### src/common/hwpe_sub_cfg.svh
// ********************************************************************
// Widths, core count and register map of the accelerator subsystem
// Include in any RTL or testbench file that decodes control accesses
// ********************************************************************
`ifndef HWPE_SUB_CFG_SVH
`define HWPE_SUB_CFG_SVH

// Data word and memory word-address widths
`define HWPE_DW       32
`define HWPE_AW       16
`define HWPE_NR_CORES 4
// Bit 8 picks the engine, bits 7:0 hold the byte offset
`define HWPE_CTRL_AW  9

// Engine registers
`define REG_TRIGGER 8'h00
`define REG_STATUS  8'h04
`define REG_SRC     8'h08
`define REG_DST     8'h0C
`define REG_LEN     8'h10
`define REG_CORE    8'h14
`define REG_FACTOR  8'h18

// Subsystem registers
`define REG_EVT_CLR 8'h94
`define REG_MUX_SEL 8'h98
`define REG_ENABLE  8'h9C

`endif

### src/common/hwpe_sub_pkg.sv
// ********************************************************************
// Types shared by the engines, the router and the memory mux
// Import inside the module body where a type is needed
// ********************************************************************
package hwpe_sub_pkg;

  // Sequencer states of both engines
  typedef enum logic [2:0] {
    IDLE,
    READ,
    WAIT,
    WRITE,
    DONE
  } engine_state_e;

  // Picks one of the two engines
  typedef logic engine_idx_t;

endpackage

### src/source/hwpe_ctrl_router.sv
// ********************************************************************
// Control port decoder of the subsystem
// Owns the enable, mux select and event registers, forwards the rest
// ********************************************************************
`timescale 1ns/100ps
`include "hwpe_sub_cfg.svh"

module hwpe_ctrl_router (
  input  logic                        clk_i,
  input  logic                        rst_ni,
  input  logic                        ctrl_req_i,
  input  logic                        ctrl_we_i,
  input  logic [`HWPE_CTRL_AW-1:0]    ctrl_addr_i,
  input  logic [`HWPE_DW-1:0]         ctrl_wdata_i,
  output logic                        ctrl_rvalid_o,
  output logic [`HWPE_DW-1:0]         ctrl_rdata_o,
  output logic [1:0]                  eng_req_o,
  output logic                        eng_we_o,
  output logic [`HWPE_CTRL_AW-2:0]    eng_addr_o,
  output logic [`HWPE_DW-1:0]         eng_wdata_o,
  input  logic [`HWPE_DW-1:0]         eng0_rdata_i,
  input  logic [`HWPE_DW-1:0]         eng1_rdata_i,
  input  logic [`HWPE_NR_CORES-1:0]   eng0_evt_i,
  input  logic [`HWPE_NR_CORES-1:0]   eng1_evt_i,
  output logic [1:0]                  eng_en_o,
  output hwpe_sub_pkg::engine_idx_t   mux_sel_o,
  output logic [`HWPE_NR_CORES-1:0]   hwpe_evt_o
);
  import hwpe_sub_pkg::*;

  localparam int unsigned DW      = `HWPE_DW;
  localparam int unsigned OfsW    = `HWPE_CTRL_AW - 1;
  localparam int unsigned NrCores = `HWPE_NR_CORES;

  logic [OfsW-1:0]    ofs;
  engine_idx_t        eng_sel;
  logic               sub_hit;
  logic               sub_wr;
  logic               rd_strobe;
  logic [1:0]         en_q;
  engine_idx_t        sel_q;
  logic [NrCores-1:0] evt_q;
  logic [NrCores-1:0] sel_evt;
  logic [NrCores-1:0] clr_mask;
  logic               rd_sub_q;
  engine_idx_t        rd_eng_q;
  logic [DW-1:0]      sub_rdata_q;

  assign ofs       = ctrl_addr_i[OfsW-1:0];
  assign eng_sel   = engine_idx_t'(ctrl_addr_i[OfsW]);
  assign sub_hit   = ofs inside {`REG_EVT_CLR, `REG_MUX_SEL, `REG_ENABLE};
  assign sub_wr    = ctrl_req_i & ctrl_we_i & sub_hit;
  assign rd_strobe = ctrl_req_i & ~ctrl_we_i;

  // Engine accesses carry only the byte offset
  always_comb begin
    eng_req_o = '0;
    if (ctrl_req_i && !sub_hit) begin
      eng_req_o[eng_sel] = 1'b1;
    end
  end

  assign eng_we_o    = ctrl_we_i;
  assign eng_addr_o  = ofs;
  assign eng_wdata_o = ctrl_wdata_i;

  always_ff @(posedge clk_i or negedge rst_ni) begin
    if (!rst_ni) begin
      en_q  <= '0;
      sel_q <= '0;
    end else begin
      if (sub_wr && ofs == `REG_ENABLE) begin
        en_q <= ctrl_wdata_i[1:0];
      end
      if (sub_wr && ofs == `REG_MUX_SEL) begin
        sel_q <= engine_idx_t'(ctrl_wdata_i[0]);
      end
    end
  end

  assign eng_en_o  = en_q;
  assign mux_sel_o = sel_q;

  // Only the engine that owns the memory port raises events
  assign sel_evt = sel_q ? eng1_evt_i : eng0_evt_i;

  always_comb begin
    for (int i = 0; i < NrCores; i++) begin
      clr_mask[i] = sub_wr && ofs == `REG_EVT_CLR && ctrl_wdata_i == (DW'(1) << i);
    end
  end

  // A new event beats a clear in the same cycle
  always_ff @(posedge clk_i or negedge rst_ni) begin
    if (!rst_ni) begin
      evt_q <= '0;
    end else begin
      evt_q <= sel_evt | (evt_q & ~clr_mask);
    end
  end

  assign hwpe_evt_o = evt_q;

  always_ff @(posedge clk_i or negedge rst_ni) begin
    if (!rst_ni) begin
      ctrl_rvalid_o <= 1'b0;
      rd_sub_q      <= 1'b0;
      rd_eng_q      <= '0;
    end else begin
      ctrl_rvalid_o <= rd_strobe;
      if (rd_strobe) begin
        rd_sub_q <= sub_hit;
        rd_eng_q <= eng_sel;
      end
    end
  end

  always_ff @(posedge clk_i) begin
    if (rd_strobe) begin
      case (ofs)
        `REG_EVT_CLR: sub_rdata_q <= DW'(evt_q);
        `REG_MUX_SEL: sub_rdata_q <= DW'(sel_q);
        `REG_ENABLE:  sub_rdata_q <= DW'(en_q);
        default:      sub_rdata_q <= '0;
      endcase
    end
  end

  // Engines answer one cycle after their strobe
  assign ctrl_rdata_o = rd_sub_q ? sub_rdata_q : (rd_eng_q ? eng1_rdata_i : eng0_rdata_i);

endmodule

### src/datamover/datamover_engine.sv
// ********************************************************************
// Datamover engine, copies a block of words from source to destination
// Programmed through its register port, signals the end by an event
// ********************************************************************
`timescale 1ns/100ps
`include "hwpe_sub_cfg.svh"

module datamover_engine (
  input  logic                        clk_i,
  input  logic                        rst_ni,
  input  logic                        en_i,
  input  logic                        reg_req_i,
  input  logic                        reg_we_i,
  input  logic [`HWPE_CTRL_AW-2:0]    reg_addr_i,
  input  logic [`HWPE_DW-1:0]         reg_wdata_i,
  output logic [`HWPE_DW-1:0]         reg_rdata_o,
  output logic                        mem_req_o,
  output logic                        mem_we_o,
  output logic [`HWPE_AW-1:0]         mem_addr_o,
  output logic [`HWPE_DW-1:0]         mem_wdata_o,
  input  logic                        mem_rvalid_i,
  input  logic [`HWPE_DW-1:0]         mem_rdata_i,
  output logic [`HWPE_NR_CORES-1:0]   evt_o
);
  import hwpe_sub_pkg::*;

  localparam int unsigned DW      = `HWPE_DW;
  localparam int unsigned AW      = `HWPE_AW;
  localparam int unsigned NrCores = `HWPE_NR_CORES;
  localparam int unsigned CoreW   = $clog2(NrCores);

  engine_state_e    state_q;
  engine_state_e    state_d;
  logic [AW-1:0]    src_q;
  logic [AW-1:0]    dst_q;
  logic [AW-1:0]    len_q;
  logic [AW-1:0]    idx_q;
  logic [CoreW-1:0] core_q;
  logic [DW-1:0]    data_q;
  logic             wr_en;
  logic             start;

  // A disabled engine ignores register writes
  assign wr_en = en_i & reg_req_i & reg_we_i;
  assign start = wr_en && reg_addr_i == `REG_TRIGGER && state_q == IDLE && len_q != '0;

  always_ff @(posedge clk_i or negedge rst_ni) begin
    if (!rst_ni) begin
      src_q  <= '0;
      dst_q  <= '0;
      len_q  <= '0;
      core_q <= '0;
    end else if (wr_en) begin
      case (reg_addr_i)
        `REG_SRC:  src_q  <= reg_wdata_i[AW-1:0];
        `REG_DST:  dst_q  <= reg_wdata_i[AW-1:0];
        `REG_LEN:  len_q  <= reg_wdata_i[AW-1:0];
        `REG_CORE: core_q <= reg_wdata_i[CoreW-1:0];
        default: ;
      endcase
    end
  end

  always_ff @(posedge clk_i) begin
    if (reg_req_i && !reg_we_i) begin
      case (reg_addr_i)
        `REG_STATUS: reg_rdata_o <= DW'(state_q != IDLE);
        `REG_SRC:    reg_rdata_o <= DW'(src_q);
        `REG_DST:    reg_rdata_o <= DW'(dst_q);
        `REG_LEN:    reg_rdata_o <= DW'(len_q);
        `REG_CORE:   reg_rdata_o <= DW'(core_q);
        default:     reg_rdata_o <= '0;
      endcase
    end
  end

  // Read, wait for data, write: three cycles per word
  always_comb begin
    state_d = state_q;
    case (state_q)
      IDLE:    if (start) state_d = READ;
      READ:    state_d = WAIT;
      WAIT:    if (mem_rvalid_i) state_d = WRITE;
      WRITE:   state_d = (idx_q == len_q - 1'b1) ? DONE : READ;
      DONE:    state_d = IDLE;
      default: state_d = IDLE;
    endcase
  end

  always_ff @(posedge clk_i or negedge rst_ni) begin
    if (!rst_ni) begin
      state_q <= IDLE;
      idx_q   <= '0;
    end else if (en_i) begin
      state_q <= state_d;
      if (start) begin
        idx_q <= '0;
      end else if (state_q == WRITE) begin
        idx_q <= idx_q + 1'b1;
      end
    end
  end

  always_ff @(posedge clk_i) begin
    if (en_i && state_q == WAIT && mem_rvalid_i) begin
      data_q <= mem_rdata_i;
    end
  end

  assign mem_req_o   = en_i & (state_q == READ || state_q == WRITE);
  assign mem_we_o    = state_q == WRITE;
  assign mem_addr_o  = (state_q == WRITE) ? dst_q + idx_q : src_q + idx_q;
  assign mem_wdata_o = data_q;

  assign evt_o = (en_i && state_q == DONE) ? NrCores'(1) << core_q : '0;

endmodule

### src/scaler/scaler_engine.sv
// ********************************************************************
// Scaler engine, writes each source word times a programmed factor
// Same register port and sequencing as the datamover
// ********************************************************************
`timescale 1ns/100ps
`include "hwpe_sub_cfg.svh"

module scaler_engine (
  input  logic                        clk_i,
  input  logic                        rst_ni,
  input  logic                        en_i,
  input  logic                        reg_req_i,
  input  logic                        reg_we_i,
  input  logic [`HWPE_CTRL_AW-2:0]    reg_addr_i,
  input  logic [`HWPE_DW-1:0]         reg_wdata_i,
  output logic [`HWPE_DW-1:0]         reg_rdata_o,
  output logic                        mem_req_o,
  output logic                        mem_we_o,
  output logic [`HWPE_AW-1:0]         mem_addr_o,
  output logic [`HWPE_DW-1:0]         mem_wdata_o,
  input  logic                        mem_rvalid_i,
  input  logic [`HWPE_DW-1:0]         mem_rdata_i,
  output logic [`HWPE_NR_CORES-1:0]   evt_o
);
  import hwpe_sub_pkg::*;

  localparam int unsigned DW      = `HWPE_DW;
  localparam int unsigned AW      = `HWPE_AW;
  localparam int unsigned NrCores = `HWPE_NR_CORES;
  localparam int unsigned CoreW   = $clog2(NrCores);

  engine_state_e    state_q;
  engine_state_e    state_d;
  logic [AW-1:0]    src_q;
  logic [AW-1:0]    dst_q;
  logic [AW-1:0]    len_q;
  logic [AW-1:0]    idx_q;
  logic [CoreW-1:0] core_q;
  logic [DW-1:0]    factor_q;
  logic [DW-1:0]    data_q;
  logic             wr_en;
  logic             start;

  assign wr_en = en_i & reg_req_i & reg_we_i;
  assign start = wr_en && reg_addr_i == `REG_TRIGGER && state_q == IDLE && len_q != '0;

  always_ff @(posedge clk_i or negedge rst_ni) begin
    if (!rst_ni) begin
      src_q    <= '0;
      dst_q    <= '0;
      len_q    <= '0;
      core_q   <= '0;
      factor_q <= '0;
    end else if (wr_en) begin
      case (reg_addr_i)
        `REG_SRC:    src_q    <= reg_wdata_i[AW-1:0];
        `REG_DST:    dst_q    <= reg_wdata_i[AW-1:0];
        `REG_LEN:    len_q    <= reg_wdata_i[AW-1:0];
        `REG_CORE:   core_q   <= reg_wdata_i[CoreW-1:0];
        `REG_FACTOR: factor_q <= reg_wdata_i;
        default: ;
      endcase
    end
  end

  always_ff @(posedge clk_i) begin
    if (reg_req_i && !reg_we_i) begin
      case (reg_addr_i)
        `REG_STATUS: reg_rdata_o <= DW'(state_q != IDLE);
        `REG_SRC:    reg_rdata_o <= DW'(src_q);
        `REG_DST:    reg_rdata_o <= DW'(dst_q);
        `REG_LEN:    reg_rdata_o <= DW'(len_q);
        `REG_CORE:   reg_rdata_o <= DW'(core_q);
        `REG_FACTOR: reg_rdata_o <= factor_q;
        default:     reg_rdata_o <= '0;
      endcase
    end
  end

  always_comb begin
    state_d = state_q;
    case (state_q)
      IDLE:    if (start) state_d = READ;
      READ:    state_d = WAIT;
      WAIT:    if (mem_rvalid_i) state_d = WRITE;
      WRITE:   state_d = (idx_q == len_q - 1'b1) ? DONE : READ;
      DONE:    state_d = IDLE;
      default: state_d = IDLE;
    endcase
  end

  always_ff @(posedge clk_i or negedge rst_ni) begin
    if (!rst_ni) begin
      state_q <= IDLE;
      idx_q   <= '0;
    end else if (en_i) begin
      state_q <= state_d;
      if (start) begin
        idx_q <= '0;
      end else if (state_q == WRITE) begin
        idx_q <= idx_q + 1'b1;
      end
    end
  end

  // Product is truncated to the data width
  always_ff @(posedge clk_i) begin
    if (en_i && state_q == WAIT && mem_rvalid_i) begin
      data_q <= mem_rdata_i * factor_q;
    end
  end

  assign mem_req_o   = en_i & (state_q == READ || state_q == WRITE);
  assign mem_we_o    = state_q == WRITE;
  assign mem_addr_o  = (state_q == WRITE) ? dst_q + idx_q : src_q + idx_q;
  assign mem_wdata_o = data_q;

  assign evt_o = (en_i && state_q == DONE) ? NrCores'(1) << core_q : '0;

endmodule

### src/source/mem_static_mux.sv
// ********************************************************************
// Static two-to-one mux of the engines onto the memory port
// Read data follows the select that was active at the read strobe
// ********************************************************************
`timescale 1ns/100ps
`include "hwpe_sub_cfg.svh"

module mem_static_mux (
  input  logic                         clk_i,
  input  logic                         rst_ni,
  input  hwpe_sub_pkg::engine_idx_t    sel_i,
  input  logic [1:0]                   in_req_i,
  input  logic [1:0]                   in_we_i,
  input  logic [1:0][`HWPE_AW-1:0]     in_addr_i,
  input  logic [1:0][`HWPE_DW-1:0]     in_wdata_i,
  output logic                         out_req_o,
  output logic                         out_we_o,
  output logic [`HWPE_AW-1:0]          out_addr_o,
  output logic [`HWPE_DW-1:0]          out_wdata_o,
  input  logic                         mem_rvalid_i,
  input  logic [`HWPE_DW-1:0]          mem_rdata_i,
  output logic [1:0]                   in_rvalid_o,
  output logic [`HWPE_DW-1:0]          in_rdata_o
);
  import hwpe_sub_pkg::*;

  engine_idx_t rsel_q;

  assign out_req_o   = in_req_i[sel_i];
  assign out_we_o    = in_we_i[sel_i];
  assign out_addr_o  = in_addr_i[sel_i];
  assign out_wdata_o = in_wdata_i[sel_i];

  always_ff @(posedge clk_i or negedge rst_ni) begin
    if (!rst_ni) begin
      rsel_q <= '0;
    end else if (out_req_o && !out_we_o) begin
      rsel_q <= sel_i;
    end
  end

  always_comb begin
    in_rvalid_o         = '0;
    in_rvalid_o[rsel_q] = mem_rvalid_i;
  end

  assign in_rdata_o = mem_rdata_i;

endmodule

### src/source/hwpe_subsystem.sv
// ********************************************************************
// Accelerator subsystem top with datamover and scaler engines
// One control port in, one shared memory port out
// ********************************************************************
`timescale 1ns/100ps
`include "hwpe_sub_cfg.svh"

module hwpe_subsystem (
  input  logic                        clk_i,
  input  logic                        rst_ni,
  input  logic                        ctrl_req_i,
  input  logic                        ctrl_we_i,
  input  logic [`HWPE_CTRL_AW-1:0]    ctrl_addr_i,
  input  logic [`HWPE_DW-1:0]         ctrl_wdata_i,
  output logic                        ctrl_rvalid_o,
  output logic [`HWPE_DW-1:0]         ctrl_rdata_o,
  output logic                        mem_req_o,
  output logic                        mem_we_o,
  output logic [`HWPE_AW-1:0]         mem_addr_o,
  output logic [`HWPE_DW-1:0]         mem_wdata_o,
  input  logic                        mem_rvalid_i,
  input  logic [`HWPE_DW-1:0]         mem_rdata_i,
  output logic [`HWPE_NR_CORES-1:0]   hwpe_evt_o
);
  import hwpe_sub_pkg::*;

  logic [1:0]                      eng_req;
  logic                            eng_we;
  logic [`HWPE_CTRL_AW-2:0]        eng_addr;
  logic [`HWPE_DW-1:0]             eng_wdata;
  logic [`HWPE_DW-1:0]             eng0_rdata;
  logic [`HWPE_DW-1:0]             eng1_rdata;
  logic [`HWPE_NR_CORES-1:0]       eng0_evt;
  logic [`HWPE_NR_CORES-1:0]       eng1_evt;
  logic [1:0]                      eng_en;
  engine_idx_t                     mux_sel;
  logic [1:0]                      eng_mem_req;
  logic [1:0]                      eng_mem_we;
  logic [1:0][`HWPE_AW-1:0]        eng_mem_addr;
  logic [1:0][`HWPE_DW-1:0]        eng_mem_wdata;
  logic [1:0]                      eng_mem_rvalid;
  logic [`HWPE_DW-1:0]             eng_mem_rdata;

  hwpe_ctrl_router router_inst (
    .clk_i         ( clk_i         ),
    .rst_ni        ( rst_ni        ),
    .ctrl_req_i    ( ctrl_req_i    ),
    .ctrl_we_i     ( ctrl_we_i     ),
    .ctrl_addr_i   ( ctrl_addr_i   ),
    .ctrl_wdata_i  ( ctrl_wdata_i  ),
    .ctrl_rvalid_o ( ctrl_rvalid_o ),
    .ctrl_rdata_o  ( ctrl_rdata_o  ),
    .eng_req_o     ( eng_req       ),
    .eng_we_o      ( eng_we        ),
    .eng_addr_o    ( eng_addr      ),
    .eng_wdata_o   ( eng_wdata     ),
    .eng0_rdata_i  ( eng0_rdata    ),
    .eng1_rdata_i  ( eng1_rdata    ),
    .eng0_evt_i    ( eng0_evt      ),
    .eng1_evt_i    ( eng1_evt      ),
    .eng_en_o      ( eng_en        ),
    .mux_sel_o     ( mux_sel       ),
    .hwpe_evt_o    ( hwpe_evt_o    )
  );

  // Engine 0
  datamover_engine datamover_inst (
    .clk_i        ( clk_i             ),
    .rst_ni       ( rst_ni            ),
    .en_i         ( eng_en[0]         ),
    .reg_req_i    ( eng_req[0]        ),
    .reg_we_i     ( eng_we            ),
    .reg_addr_i   ( eng_addr          ),
    .reg_wdata_i  ( eng_wdata         ),
    .reg_rdata_o  ( eng0_rdata        ),
    .mem_req_o    ( eng_mem_req[0]    ),
    .mem_we_o     ( eng_mem_we[0]     ),
    .mem_addr_o   ( eng_mem_addr[0]   ),
    .mem_wdata_o  ( eng_mem_wdata[0]  ),
    .mem_rvalid_i ( eng_mem_rvalid[0] ),
    .mem_rdata_i  ( eng_mem_rdata     ),
    .evt_o        ( eng0_evt          )
  );

  // Engine 1
  scaler_engine scaler_inst (
    .clk_i        ( clk_i             ),
    .rst_ni       ( rst_ni            ),
    .en_i         ( eng_en[1]         ),
    .reg_req_i    ( eng_req[1]        ),
    .reg_we_i     ( eng_we            ),
    .reg_addr_i   ( eng_addr          ),
    .reg_wdata_i  ( eng_wdata         ),
    .reg_rdata_o  ( eng1_rdata        ),
    .mem_req_o    ( eng_mem_req[1]    ),
    .mem_we_o     ( eng_mem_we[1]     ),
    .mem_addr_o   ( eng_mem_addr[1]   ),
    .mem_wdata_o  ( eng_mem_wdata[1]  ),
    .mem_rvalid_i ( eng_mem_rvalid[1] ),
    .mem_rdata_i  ( eng_mem_rdata     ),
    .evt_o        ( eng1_evt          )
  );

  mem_static_mux mux_inst (
    .clk_i        ( clk_i          ),
    .rst_ni       ( rst_ni         ),
    .sel_i        ( mux_sel        ),
    .in_req_i     ( eng_mem_req    ),
    .in_we_i      ( eng_mem_we     ),
    .in_addr_i    ( eng_mem_addr   ),
    .in_wdata_i   ( eng_mem_wdata  ),
    .out_req_o    ( mem_req_o      ),
    .out_we_o     ( mem_we_o       ),
    .out_addr_o   ( mem_addr_o     ),
    .out_wdata_o  ( mem_wdata_o    ),
    .mem_rvalid_i ( mem_rvalid_i   ),
    .mem_rdata_i  ( mem_rdata_i    ),
    .in_rvalid_o  ( eng_mem_rvalid ),
    .in_rdata_o   ( eng_mem_rdata  )
  );

endmodule

### config.mk
export PLATFORM = sky130hd
export DESIGN_NAME = hwpe_subsystem
export DESIGN_NICKNAME = d
export VERILOG_FILES = /design/src/common/hwpe_sub_pkg.sv /design/src/source/hwpe_ctrl_router.sv /design/src/datamover/datamover_engine.sv /design/src/scaler/scaler_engine.sv /design/src/source/mem_static_mux.sv /design/src/source/hwpe_subsystem.sv
export VERILOG_INCLUDE_DIRS = /design/src /design/src/common
export SDC_FILE = /design/constraint.sdc
export NUM_CORES = 2
export LEC_CHECK = 0
export BUFFER_PORTS_ARGS = -buffer_cell sky130_fd_sc_hd__buf_2
export CORE_ASPECT_RATIO = 0.75
export CORE_MARGIN = 3
export CORE_UTILIZATION = 50
export CTS_BUF_LIST = sky130_fd_sc_hd__clkbuf_16
export DETAILED_ROUTE_END_ITERATION = 8
export GPL_TIMING_DRIVEN = 0
export HOLD_SLACK_MARGIN = 0.1
export PLACE_DENSITY_LB_ADDON = 0.12
export SYNTH_ARGS = -nofsm -noshare
export SYNTH_HDL_FRONTEND = slang
export SYNTH_HIERARCHICAL = 1
export SYNTH_SLANG_ARGS = --single-unit
### constraint.sdc
create_clock -name clk_i -period 20.4 [get_ports clk_i]
set_clock_uncertainty 0.1 [all_clocks]
set_input_delay 2.04 -clock clk_i [delete_from_list [all_inputs] [get_ports clk_i]]
set_output_delay 2.04 -clock clk_i [all_outputs]
set_load 0.05 [all_outputs]
==> results <==
- The number of setup violations in the final report is 0.
- The arrival time reported for the critical path endpoint is 11.23 ns.
- The via count of the first global-routing pass is 24508.
- STA classifies the critical path endpoint as a flip-flop.
- TritonCTS built the clock tree.
- After detailed routing, the total wire length is 111.3 mm.
- The via total after detailed routing is 24270.
- The master of the slowest instance on the critical path is a2111oi_0.
- The first detailed-routing pass ran for 9 iterations.
- Among the stages of the critical path, the cell type that occurs most often is fa_1.
- The number of unique standard cell types used by synthesis is 95.
- In this run the static leakage power is 0.01694 µW.
- Of the post-synthesis cell area, the dominant cell type holds 0.2535.
- STA classifies the critical path startpoint as a primary input.
- The starting DRC count in detailed routing is 2219.
- The hold violation count in the final report is 0.
- The critical path is of the in2reg type.
- The fill cell total of the finished layout is 5775.
- The sequential fraction of the synthesis area is 0.2475.
- The cell count after synthesis came out at 3209.
- The number of rows created at floorplan is 80.
- Once layout is done, the placed cells without fillers occupy 35450 µm².
- The stage delay of the slowest cell on the critical path is 0.82 ns.
- The sink of the worst hold path is scaler_inst/src_q[0].
- The setup slack on the worst flop-to-flop path is 10.38 ns.
- For this run, the leading register cell type out of synthesis is dfrtp_1.
- The number of nets in the layout is 4044.
- The wire-length estimate of the detail-placed layout is 91.09 mm.
- Setup total negative slack on the finished layout was measured at 0 ns.
- The actual transition at the worst max-transition pin is 1.464 ns.
- Dividing the detail-routed wire length by the instance count gives 25.94 µm.
- The number of primary I/O pins is 165.
- Synthesis inferred 297 register bits.
- In the routed design, unresolved DRC markers number 0.
- Using the TritonRoute via totals, the vias-per-cell ratio works out to 5.655.
- The biggest area consumer among synthesized cells is fa_1.
- Ranked by total cell area, the synthesized netlist is headed by fa_1, dfrtp_1, edfxtp_1.
- The area of placed instances is 34280 µm².
- The number of buffers added by the clock tree synthesis step is 35.
- The post-layout minimum cycle time is 11.03 ns.
- Across the run, the number of max-cap violations was 0.
- Setup repair after global routing left no endpoint under its margin.
- For the worst-skew pair, the clock arrives at the later sink with an insertion delay of 0.57 ns.
- In this run the post-CTS setup repair buffer count came out at 0.
- The fraction of registers with async set or reset after synthesis is 0.6094.
- The cell depth of the worst flop-to-flop path is 24.
- The number of antenna violations at the first check in global routing is 8.
- Once detail routing completed, the nets flagged for antenna violations numbered 0.
- The worst pin sits at a relative slew slack of 0.02388.
- The multi-input gate area in the final layout is 21460 µm².
- The clock passes through at most 3 buffers.
- The initial utilization of the core area, before any placement, comes to 0.5069.
- After synthesis, the mean cell area works out to 10.09 µm².
- The synthesis warning total is 6.
- The count of hold buffers inserted by post-cts repair is 0.
- In this run the power density over the cells is 41.42 nW/µm².
- The global-route congestion overflow total is 0.
- The pre-CTS worst setup slack is 9.077 ns.
- STA puts the critical path data required time at 20.60 ns.
- Compared with the post-synthesis result, the final layout area differs by 9.488%.
- After synthesis the cells add up to 32370 µm².
- In this run the tool buffered the top-level ports with 132 buffer cells.
- The vertical die dimension is 226.4 µm.
- The flow ran to the end, and the final reports show no timing, DRC or antenna violations.
- The worst hold path stage count is 1.
- Clock tree synthesis selected as its root buffer the cell clkbuf_16.
- The path class of the lowest-slack min-delay path is reg2reg.
- Routability-driven placement finished with a final weighted congestion of 1.025.
- In the global route stage, overall resource usage came out at 0.3324.
- The die covers 67870 µm².
- Of the available clock period, the critical path in the final layout requires 0.5406.
- Setup slack on the critical path of the routed design comes to 9.372 ns.
- After clock tree synthesis, the clock-pin slew on the worst setup and hold paths is 0.06 ns.
- The clock sink total is 297.
- The worst ir drop on vdd is 53.93 µV.
- The sequential cell area is 8013 µm².
- In this run the most critical hold path is launched from scaler_inst/src_q[0].
- The maximum number of pins on one net before global-route repair is 93.
- For this run, the top clock speed supported by timing is 0.09068 GHz.
- The final-report max-slew violation count is 0.
- After clock tree synthesis, the repair step resized 0 gates.
- The worst register-to-register path begins at scaler_inst/factor_q[5].
- The share of layout cells above drive strength 1 is 0.1431.
- The maximum fanout encountered on the critical timing path is 10.
- The chip width is 299.8 µm.
- The H-tree generated during clock tree synthesis spans 2 levels.
- The worst register-to-register path ends at scaler_inst/mem_wdata_o[30].
- The first global-routing pass estimated 162.9 mm of wire.
- The critical path goes through buf_4 > clkbuf_1 > clkbuf_1 > nand2_1 > fa_1 > inv_1 > fa_1 > fa_1 > inv_1 > fa_1 > inv_1 > fa_1 > fa_1 > fa_1 > fa_1 > ha_1 > a2111oi_0 > nand4b_1 > a41oi_1 > o21ai_0 > o21ba_2 > mux2i_1 > nand2_1.
- The placeable core region is 63860 µm².
- The synthesized design contains 116 enable-type register cells.
## logic make-up (layout without fill, tap and decap cells)
group           after synthesis  in the layout  share of synthesized area
mux                         248            248                    0.09052
flops                       297            297                     0.2475
compound gates              246            246                    0.05125
buf+inv                     675            876                    0.09210
other cells                   1             22                  0.0001158
fa+ha+maj                   568            568                     0.3146
xor+xnor                    183            183                    0.04951
simple gates                991            991                     0.1544
## routing by layer
metal / GRT usage / part of all wire
met5: 0.01681 / 0.0019
met4: 0.06530 / 0.019
met3: 0.1688 / 0.15
met2: 0.4197 / 0.37
met1: 0.5004 / 0.46
## sequential cells by signal, indices dropped and copies added (netlist names), 4 cells and up
name                        flops
datamover_inst/reg_rdata_o     16
scaler_inst/len_q              16
scaler_inst/mem_wdata_o        32
scaler_inst/src_q              16
datamover_inst/mem_wdata_o     32
scaler_inst/factor_q           32
scaler_inst/reg_rdata_o        32
datamover_inst/len_q           16
datamover_inst/src_q           16
scaler_inst/idx_q              16
router_inst/hwpe_evt_o          4
router_inst/sub_rdata_q         4
datamover_inst/idx_q           16
datamover_inst/dst_q           16
scaler_inst/dst_q              16
## power by group
part,internal [µW],switching (µW)
sequential,627,12.0
combinational,56.6,138
clock,363,271
total,1050,421
## cell type report
| class | count | area share |
|---|---|---|
| flip-flops and latches | 297 | 0.2261 |
| multi-input cells | 2252 | 0.6054 |
| clock buffers | 36 | 0.02542 |
| repair buffers | 137 | 0.02111 |
| plain buffers | 245 | 0.03858 |
| well taps | 861 | 0.03039 |
| diodes | 6 | 0.0004236 |
| clock inverters | 28 | 0.007095 |
| inverters | 430 | 0.04554 |
## cells in the mapped netlist, types with 51 or more instances
cell / instances
buf_4: 89
nor2_1: 107
clkbuf_1: 134
ha_1: 158
dfrtp_1: 181
xnor2_1: 119
a21oi_1: 66
and2_1: 304
inv_1: 429
nand2_1: 395
mux2_4: 51
mux2_2: 108
xor2_1: 64
edfxtp_1: 116
fa_1: 410
## worst max-delay path: cells and delay by family
kind | cells | cell delay, ns
AND/OR/NAND/NOR | 3 | 0.86
buffers and inverters | 6 | 1.79
adder cells (fa/ha/maj) | 9 | 4.23
AO/OA/AOI/OAI | 4 | 2.11
multiplexers | 1 | 0.17
## cells in the final DEF (no fill, tap or decap), drive strengths merged, types with 5 or more instances in the layout
| master | Yosys | layout |
|---|---|---|
| or3 | 9 | 9 |
| nor4 | 20 | 20 |
| mux2 | 205 | 205 |
| o21bai | 7 | 7 |
| nand4 | 15 | 15 |
| or2 | 6 | 6 |
| a21o | 16 | 16 |
| nor2 | 109 | 109 |
| xor2 | 64 | 64 |
| a31oi | 10 | 10 |
| a21oi | 66 | 66 |
| ha | 158 | 158 |
| nor4b | 5 | 5 |
| nor2b | 12 | 12 |
| diode | 0 | 6 |
| and2 | 306 | 306 |
| dfrtp | 181 | 181 |
| clkbuf | 134 | 170 |
| edfxtp | 116 | 116 |
| nor3b | 5 | 5 |
| clkinv | 0 | 13 |
| conb | 1 | 16 |
| and3 | 13 | 13 |
| fa | 410 | 410 |
| nand3 | 31 | 31 |
| a211oi | 10 | 10 |
| buf | 111 | 248 |
| nor3 | 39 | 39 |
| or4 | 6 | 6 |
| mux2i | 43 | 43 |
| xnor2 | 119 | 119 |
| o21ai | 58 | 58 |
| a222oi | 14 | 14 |
| nand2 | 396 | 396 |
| a22oi | 14 | 14 |
| nand2b | 6 | 6 |
| inv | 430 | 442 |
| o21a | 6 | 6 |
## per-stage QoR
stage / total power (µW) / hold WS, ns / util / instances
2_1_floorplan: 763.5 / 0.3722 / - / 3224
3_3_place_gp: 838.4 / 0.3895 / 0.5350 / 4217
3_5_place_dp: 841.7 / 0.3956 / 0.5368 / 4222
4_1_cts: 1480 / 0.4091 / 0.5548 / 4286
5_1_grt: 1516 / 0.4366 / 0.5548 / 4286
6_report: 1468 / 0.4090 / 0.5550 / 4292
## how the worst max path moves through the flow
stage,start,end,cells after the start
after floorplan,mem_rdata_i[13],scaler_inst/mem_wdata_o[30],24
after global placement,mem_rdata_i[12],scaler_inst/mem_wdata_o[30],23
after detailed placement,mem_rdata_i[12],scaler_inst/mem_wdata_o[30],23
after CTS,mem_rdata_i[12],scaler_inst/mem_wdata_o[30],23
after global routing,mem_rdata_i[12],scaler_inst/mem_wdata_o[30],23
final,mem_rdata_i[12],scaler_inst/mem_wdata_o[30],23
Note: power is estimated with default switching activity, not from simulation.
